[src/verilog/rv32i_types.sv]
package rv32i_types;

    // ==============================
    // Basic types
    // ==============================
    typedef logic [31:0] rv32i_word;

    // Two-bit direction state, ST and WT predict taken
    typedef enum logic [1:0]
    {
        ST,
        WT,
        WN,
        SN
    } bp_state_e;

    // ==============================
    // Register map
    // ==============================
    typedef enum logic [1:0]
    {
        REG_CTRL,
        REG_HITS,
        REG_ALLOCS,
        REG_MISPRED
    } bp_reg_addr_e;

    localparam int CTRL_ENABLE_BIT = 0;
    localparam int CTRL_FLUSH_BIT  = 1; // Write only, always reads 0

endpackage

[src/verilog/bp_ctrl_if.sv]
`timescale 1ns/1ps

interface bp_ctrl_if;

    logic enable;   // Level, predictor active
    logic flush;    // One-cycle pulse, empties the table
    logic hit;      // Fetch matched a used entry
    logic alloc;    // New entry written
    logic mispred;  // Wrong-direction correction applied

    modport regs
    (
        output enable,
        output flush,
        input  hit,
        input  alloc,
        input  mispred
    );

    modport pred
    (
        input  enable,
        input  flush,
        output hit,
        output alloc,
        output mispred
    );

endinterface

[src/verilog/predictor_b.sv]
`timescale 1ns/1ps

module predictor_b
#(
    parameter int PRE_B_LEN = 16
)
(
    input  logic                  clk,
    input  logic                  rst,
    // Fetch side
    input  logic                  is_prediction,
    input  rv32i_types::rv32i_word pc_fetch,
    output logic                  br_pred,
    // Execute side
    input  logic                  is_correction,
    input  rv32i_types::rv32i_word pc_correct,
    input  logic                  is_correct,
    // Control and statistics
    bp_ctrl_if.pred               ctrl
);
    import rv32i_types::*;

    localparam int IDX_W = $clog2(PRE_B_LEN);

    // ==============================
    // Table storage
    // ==============================
    logic [PRE_B_LEN-1:0] used;
    logic [29:0]          tag [PRE_B_LEN];
    bp_state_e            state [PRE_B_LEN];
    logic [IDX_W-1:0]     next_new;     // FIFO allocation pointer

    logic                 fetch_hit;
    logic [IDX_W-1:0]     fetch_idx;
    logic                 corr_hit;
    logic [IDX_W-1:0]     corr_idx;

    logic                 active;
    logic                 alloc_req;
    logic                 conflict;
    logic                 do_corr;
    logic                 do_alloc;

    // Highest matching index wins
    function automatic logic [IDX_W:0] lookup(input logic [29:0] word_addr);
        logic [IDX_W:0] res;
        res = '0;
        for (int i = 0; i < PRE_B_LEN; i++)
        begin
            if (used[i] && (tag[i] == word_addr))
            begin
                res = {1'b1, IDX_W'(i)};
            end
        end
        return res;
    endfunction

    function automatic bp_state_e next_state(input bp_state_e cur, input logic correct);
        bp_state_e nxt;
        nxt = cur;
        case (cur)
            ST: nxt = correct ? ST : WT;
            WT: nxt = correct ? ST : WN;
            WN: nxt = correct ? SN : WT;
            SN: nxt = correct ? SN : WN;
            default: nxt = WN;
        endcase
        return nxt;
    endfunction

    // ==============================
    // Tag match
    // ==============================
    always_comb
    begin
        {fetch_hit, fetch_idx} = lookup(pc_fetch[31:2]);
    end

    always_comb
    begin
        {corr_hit, corr_idx} = lookup(pc_correct[31:2]);
    end

    // Update decision
    always_comb
    begin
        active    = ctrl.enable && !ctrl.flush;
        alloc_req = is_prediction && !fetch_hit;
        // Correction aimed at the slot being overwritten this cycle
        conflict  = alloc_req && (corr_idx == next_new);
        do_corr   = active && is_correction && corr_hit && !conflict;
        do_alloc  = active && alloc_req && !do_corr;
    end

    // Prediction output
    always_comb
    begin
        br_pred = 1'b0;
        if (fetch_hit && ctrl.enable)
        begin
            br_pred = (state[fetch_idx] == ST) || (state[fetch_idx] == WT);
        end
    end

    // Statistics pulses
    always_comb
    begin
        ctrl.hit     = is_prediction && ctrl.enable && fetch_hit;
        ctrl.alloc   = do_alloc;
        ctrl.mispred = do_corr && !is_correct;
    end

    // ==============================
    // Table update
    // ==============================
    always_ff @(posedge clk)
    begin
        if (rst || ctrl.flush)
        begin
            used     <= '0;
            next_new <= '0;
            for (int i = 0; i < PRE_B_LEN; i++)
            begin
                state[i] <= WN;
            end
        end
        else if (do_corr)
        begin
            state[corr_idx] <= next_state(state[corr_idx], is_correct);
        end
        else if (do_alloc)
        begin
            used[next_new]  <= 1'b1;
            state[next_new] <= WN;
            next_new        <= next_new + 1'b1; // Wraps since the table size is a power of two
        end
    end

    // Tag written on allocation
    always_ff @(posedge clk)
    begin
        if (do_alloc)
        begin
            tag[next_new] <= pc_fetch[31:2];
        end
    end

endmodule

[src/verilog/bp_regs.sv]
`timescale 1ns/1ps

module bp_regs
(
    input  logic                      clk,
    input  logic                      rst,
    input  rv32i_types::bp_reg_addr_e reg_addr,
    input  logic                      reg_wr,
    input  rv32i_types::rv32i_word    reg_wdata,
    output rv32i_types::rv32i_word    reg_rdata,
    bp_ctrl_if.regs                   ctrl
);
    import rv32i_types::*;

    logic      enable_q;
    logic      flush_q;
    rv32i_word hit_cnt;
    rv32i_word alloc_cnt;
    rv32i_word mispred_cnt;

    logic      wr_ctrl;
    logic      wr_hits;
    logic      wr_allocs;
    logic      wr_mispred;
    rv32i_word ctrl_word;

    // Write clears, otherwise count the pulse with wraparound
    function automatic rv32i_word cnt_next(input rv32i_word cnt, input logic clr,
                                           input logic inc);
        rv32i_word res;
        res = cnt;
        if (clr)
        begin
            res = '0;
        end
        else if (inc)
        begin
            res = cnt + 32'd1;
        end
        return res;
    endfunction

    // ==============================
    // Write decode
    // ==============================
    always_comb
    begin
        wr_ctrl    = reg_wr && (reg_addr == REG_CTRL);
        wr_hits    = reg_wr && (reg_addr == REG_HITS);
        wr_allocs  = reg_wr && (reg_addr == REG_ALLOCS);
        wr_mispred = reg_wr && (reg_addr == REG_MISPRED);
    end

    // Control register and flush pulse
    always_ff @(posedge clk)
    begin
        if (rst)
        begin
            enable_q <= 1'b1;
            flush_q  <= 1'b0;
        end
        else
        begin
            flush_q <= wr_ctrl && reg_wdata[CTRL_FLUSH_BIT]; // High for one cycle only
            if (wr_ctrl)
            begin
                enable_q <= reg_wdata[CTRL_ENABLE_BIT];
            end
        end
    end

    // ==============================
    // Statistics counters
    // ==============================
    always_ff @(posedge clk)
    begin
        if (rst)
        begin
            hit_cnt     <= '0;
            alloc_cnt   <= '0;
            mispred_cnt <= '0;
        end
        else
        begin
            hit_cnt     <= cnt_next(hit_cnt, wr_hits, ctrl.hit);
            alloc_cnt   <= cnt_next(alloc_cnt, wr_allocs, ctrl.alloc);
            mispred_cnt <= cnt_next(mispred_cnt, wr_mispred, ctrl.mispred);
        end
    end

    assign ctrl.enable = enable_q;
    assign ctrl.flush  = flush_q;

    // Read mux
    always_comb
    begin
        ctrl_word                  = '0;
        ctrl_word[CTRL_ENABLE_BIT] = enable_q; // Flush bit stays 0
    end

    always_comb
    begin
        reg_rdata = '0;
        case (reg_addr)
            REG_CTRL:    reg_rdata = ctrl_word;
            REG_HITS:    reg_rdata = hit_cnt;
            REG_ALLOCS:  reg_rdata = alloc_cnt;
            REG_MISPRED: reg_rdata = mispred_cnt;
            default:     reg_rdata = '0;
        endcase
    end

endmodule

[src/verilog/branch_predictor_top.sv]
`timescale 1ns/1ps

module branch_predictor_top
#(
    parameter int PRE_B_LEN = 16
)
(
    input  logic                      clk,
    input  logic                      rst,

    // ==============================
    // Fetch side
    // ==============================
    input  logic                      is_prediction,
    input  rv32i_types::rv32i_word    pc_fetch,
    output logic                      br_pred,

    // ==============================
    // Execute side
    // ==============================
    input  logic                      is_correction,
    input  rv32i_types::rv32i_word    pc_correct,
    input  logic                      is_correct,

    // ==============================
    // Register port
    // ==============================
    input  rv32i_types::bp_reg_addr_e reg_addr,
    input  logic                      reg_wr,
    input  rv32i_types::rv32i_word    reg_wdata,
    output rv32i_types::rv32i_word    reg_rdata
);

    // Enable/flush down, statistics pulses up
    bp_ctrl_if ctrl_if ();

    predictor_b
    #(
        .PRE_B_LEN     (PRE_B_LEN)
    )
    u_predictor
    (
        .clk           (clk),
        .rst           (rst),
        .is_prediction (is_prediction),
        .pc_fetch      (pc_fetch),
        .br_pred       (br_pred),
        .is_correction (is_correction),
        .pc_correct    (pc_correct),
        .is_correct    (is_correct),
        .ctrl          (ctrl_if.pred)
    );

    bp_regs u_regs
    (
        .clk           (clk),
        .rst           (rst),
        .reg_addr      (reg_addr),
        .reg_wr        (reg_wr),
        .reg_wdata     (reg_wdata),
        .reg_rdata     (reg_rdata),
        .ctrl          (ctrl_if.regs)
    );

endmodule

[config.mk]
export PLATFORM = sky130hd
export DESIGN_NAME = branch_predictor_top
export DESIGN_NICKNAME = d
export VERILOG_FILES = /design/src/verilog/rv32i_types.sv /design/src/verilog/bp_ctrl_if.sv /design/src/verilog/predictor_b.sv /design/src/verilog/bp_regs.sv /design/src/verilog/branch_predictor_top.sv
export SDC_FILE = /design/constraint.sdc
export NUM_CORES = 2
export LEC_CHECK = 0
export BUFFER_PORTS_ARGS = -buffer_cell sky130_fd_sc_hd__buf_4
export CAP_MARGIN = 20
export CORE_UTILIZATION = 58
export CTS_CLUSTER_SIZE = 28
export DETAILED_ROUTE_END_ITERATION = 10
export PLACE_DENSITY_LB_ADDON = 0.15
export SYNTH_ARGS = -nofsm -noshare
export SYNTH_HDL_FRONTEND = slang
export SYNTH_SLANG_ARGS = --single-unit
[constraint.sdc]
create_clock -name clk -period 10.5 [get_ports clk]
set_clock_uncertainty 0.05 [all_clocks]
set_input_delay 0.525 -clock clk [delete_from_list [all_inputs] [get_ports clk]]
set_output_delay 0.525 -clock clk [all_outputs]
set_load 0.01 [all_outputs]
==> qor_table.md <==
| Metric | Value | Unit |
| --- | --- | --- |
| Share of synthesized area occupied by flip-flops and latches | 48.1 | % |
| Area leader, netlist | edfxtp_1 | - |
| Drt initial violations | 3568 | - |
| Post-placement setup slack | 4.38 | ns |
| Synth warn | 0 | - |
| Area fraction of the dominant cell type after synthesis | 41.7 | % |
| Final setup vio count | 0 | - |
| Internal Dissipation | 0.00437 | W |
| Clk pwr share | 42.3 | % |
| Final count of hold timing violations | 0 | - |
| Global placer's final weighted congestion | 0.977 | - |
| Number of slew-limit violations in the final report | 0 | - |
| Post-route setup slack | 4.41 | ns |
| Max Clock Freq | 164 | MHz |
| Data required, critical path | 9.93 | ns |
| Mean area per synthesized cell | 11.1 | µm² |
| Port Buffers | 102 | - |
| Number of instances in the synthesized netlist | 3320 | - |
| # hold bufs at CTS | 0 | - |
| Clk buf depth | 3 | - |
| Flops & latches, synth | 630 | - |
| Clock-pin slew on the worst setup and hold paths | 0.06 | ns |
| Maximum fanout count along the critical path | 20 | - |
| Part of the cycle the worst path needs | 58.0 | % |
| Min Clock Period, post-route | 6.09 | ns |
| Total via count after detailed routing | 28800 | - |
| Synthesized netlist net count | 3431 | - |
| Root Buffer Master | clkbuf_16 | - |
| Cts bufs inserted | 70 | - |
| Net Sw Frac | 26.0 | % |
| Number of synthesized flops with an enable pin | 512 | - |
| Number of detailed-route iterations in the first pass | 6 | - |
| Synth-to-Final Area Change | 9.39 | % |
| Count of distinct cell types in the synthesized netlist | 85 | - |
| Area of the placeable core | 63000 | µm² |
| Die Span Y | 254 | µm |
| Slew margin rel. | 20.3 | % |
| Final cell count without fillers | 4251 | - |
| Area of the die | 64600 | µm² |
| Type of element capturing the critical path | output port | - |
| Maximum number of pins on one net before global-route repair | 45 | - |
| Leakage power | 12.1 | nW |
| Final design instance area without fill | 40400 | µm² |
| Number of global-route vias before repair | 27500 | - |
| Setup repair after global routing missed its margin | no | - |
| Power spent charging and discharging nets | 0.00154 | W |
| Post-synthesis instance area | 36900 | µm² |
| Cell types with the largest area share after synthesis | edfxtp_1 42%, xnor2_1 20%, dfxtp_1 6.4% | - |
| Number of H-tree levels | 3 | - |
| Number of nets still failing antenna checks after routing | 0 | - |
| IR Drop Worst-Case VDD | 0.176 | mV |
| Wire length of the first global-routing pass | 186000 | µm |
| Post-CTS resize count | 0 | - |
| Clock tree from TritonCTS | built | - |
| Sum of routed wire length over all layers | 132000 | µm |
| HPWL after DPL | 82200 | µm |
| Layout cells sized above 1 | 10.1 | % |
| Chip Width | 254 | µm |
| P per Cell Area | 146 | nW/µm² |
| Status | finished clean | - |
| Worst Setup Path Type | input port to output port | - |
| Starting density of the core | 58.6 | % |
| Arrival time at the worst endpoint | 5.52 | ns |
| Worst slew pin tran | 1.19 | ns |
| Register share of total power | 46.6 | % |
| Flip-flop cell with the highest count after synthesis | edfxtp_1 | - |
| Number of remaining DRC errors | 0 | - |
| Min-Delay Path Class | input port to flip-flop | - |
| Dpl cells | 4120 | - |
| Max-cap violations | 0 | - |
| Total number of nets in the final design | 3458 | - |
| Later-pin clock latency in the skew report | 0.63 | ns |
| Number of rows in the core area | 92 | - |
| CTS Sinks | 630 | - |
| Number of buffers added for setup after CTS | 0 | - |
| Final routed wire length divided by cell count | 31.0 | µm |
| Combinational cell fraction of total power | 11.1 | % |
| Async S/R FF share, synth | 0 | % |
| Setup tns final | 0 | ns |
| Leftover overflow at the end of global routing | 0 | - |
| Routed vias/inst | 6.78 | - |
| Kind of start point of the critical path | input port | - |
| Post-place instance area | 38100 | µm² |
| Overall global routing resource usage | 40.4 | % |
| Initial antenna violation count | 1 | - |
| I/O pin total | 137 | - |
==> critical path, stage by stage <==
cell	delay, ns
buf_4	0.32
buf_4	0.48
xor2_1	0.14
or4_1	0.49
or4b_2	0.69
o41ai_1	1.04
o21bai_1	0.23
a31oi_1	0.12
nor2_1	0.38
mux2_2	0.40
a31o_2	0.25
o2111a_1	0.28
buf_4	0.15
==> cells in the mapped netlist, types with 8 or more instances <==
| library cell | number |
|---|---|
| and2_1 | 14 |
| nand2b_1 | 27 |
| nor2_2 | 10 |
| nor3b_1 | 11 |
| a22o_1 | 32 |
| edfxtp_1 | 512 |
| nand4_1 | 377 |
| xnor2_1 | 823 |
| o31ai_1 | 8 |
| o21a_1 | 16 |
| buf_4 | 24 |
| o21ai_0 | 59 |
| or2_2 | 13 |
| nand4b_1 | 23 |
| and3_1 | 27 |
| nor4_1 | 122 |
| or3_1 | 55 |
| nor3_1 | 27 |
| inv_1 | 41 |
| mux2i_1 | 22 |
| nor2_1 | 107 |
| a21oi_1 | 65 |
| o211ai_1 | 15 |
| dfxtp_1 | 118 |
| nand2_1 | 135 |
| nor4b_1 | 31 |
| xor2_1 | 187 |
| buf_2 | 58 |
| clkbuf_1 | 70 |
| mux2_2 | 33 |
| and4_1 | 12 |
| nand3_1 | 84 |
| or4_1 | 19 |
| buf_6 | 12 |
==> registers in the layout (all words and copies together) (netlist names), 4 cells and up <==
name,flops
u_predictor.next_new,4
u_regs.mispred_cnt,32
u_predictor.used,16
u_regs.alloc_cnt,32
u_regs.hit_cnt,32
u_predictor.state,32
u_predictor.tag,480
==> metal layers <==
layer | wire, µm | track usage (%) | vias up | part of all wire (%)
met5 | 0 | 0 | - | 0
met4 | 8560 | 22.9 | 0 | 6.5
met3 | 14800 | 10.2 | 449 | 11
met2 | 57600 | 61.2 | 1867 | 44
met1 | 50700 | 52.8 | 14100 | 39
li1 | - | - | 12400 | -
==> cells in the final DEF (no fill, tap or decap), drive strengths merged, types with 29 or more instances in the layout <==
master | netlist | layout
a21oi | 65 | 65
edfxtp | 512 | 512
or3 | 55 | 55
nand2 | 136 | 136
nor4b | 31 | 31
buf | 101 | 126
nor3 | 29 | 29
xor2 | 187 | 187
xnor2 | 823 | 823
mux2 | 36 | 36
inv | 41 | 45
nand3 | 84 | 84
nor4 | 124 | 124
dfxtp | 118 | 118
nand4 | 377 | 377
a22o | 32 | 32
clkbuf | 70 | 91
nor2 | 117 | 117
o21ai | 61 | 61
==> per-stage QoR <==
stage               hold slack [ns]  power (W)  utilization [%]
floorplan                     0.403    0.00320                -
global placement              0.417    0.00343             60.5
detailed placement            0.434    0.00344             60.5
CTS                          0.0455    0.00590             64.1
global route                 0.0557    0.00603             64.1
finish                       0.0651    0.00591             64.1
==> area by class of cell <==
cell class / count / area (µm²)
fillers: 4961 / 22600
diodes: 1 / 2.50
well taps: 846 / 1060
clock inverters: 38 / 358
inverters: 41 / 154
multi-input cells: 2478 / 18200
flip-flops and latches: 630 / 17700
clock buffers: 91 / 1920
repair buffers: 126 / 953
==> path summary, 6_finish.rpt <==
check | startpoint | end | slack [ns] | cells past startpoint
max | pc_fetch[14] | br_pred | 4.41 | 13
max reg2reg | u_predictor.tag[1][25] | u_regs.alloc_cnt[24] | 4.84 | 13
min | reg_wdata[0] | u_regs.ctrl.enable | 0.07 | 2
min reg2reg | u_regs.mispred_cnt[31] | u_regs.mispred_cnt[31] | 0.44 | 2
==> cells by family after synthesis <==
| group | Yosys count | share of synthesized area, % |
|---|---|---|
| DFF | 630 | 48.1 |
| muxes | 59 | 1.79 |
| xor gates and xnor gates | 1010 | 24.0 |
| buffers and inverters | 212 | 2.84 |
| and+or+nand+nor | 1134 | 18.0 |
| adders and majority gates | 7 | 0.237 |
| AOI/OAI and AO/OA | 268 | 5.07 |
==> power groups by stage <==
stage	Sequential (W)	Combinational, W	Clock [W]
finish	0.00275	0.000655	0.00250
global placement	0.00281	0.000628	0
CTS	0.00275	0.000633	0.00251
detailed placement	0.00281	0.000631	0
global route	0.00275	0.000676	0.00260
floorplan	0.00280	0.000404	0
(Power assumes the default switching activity.)
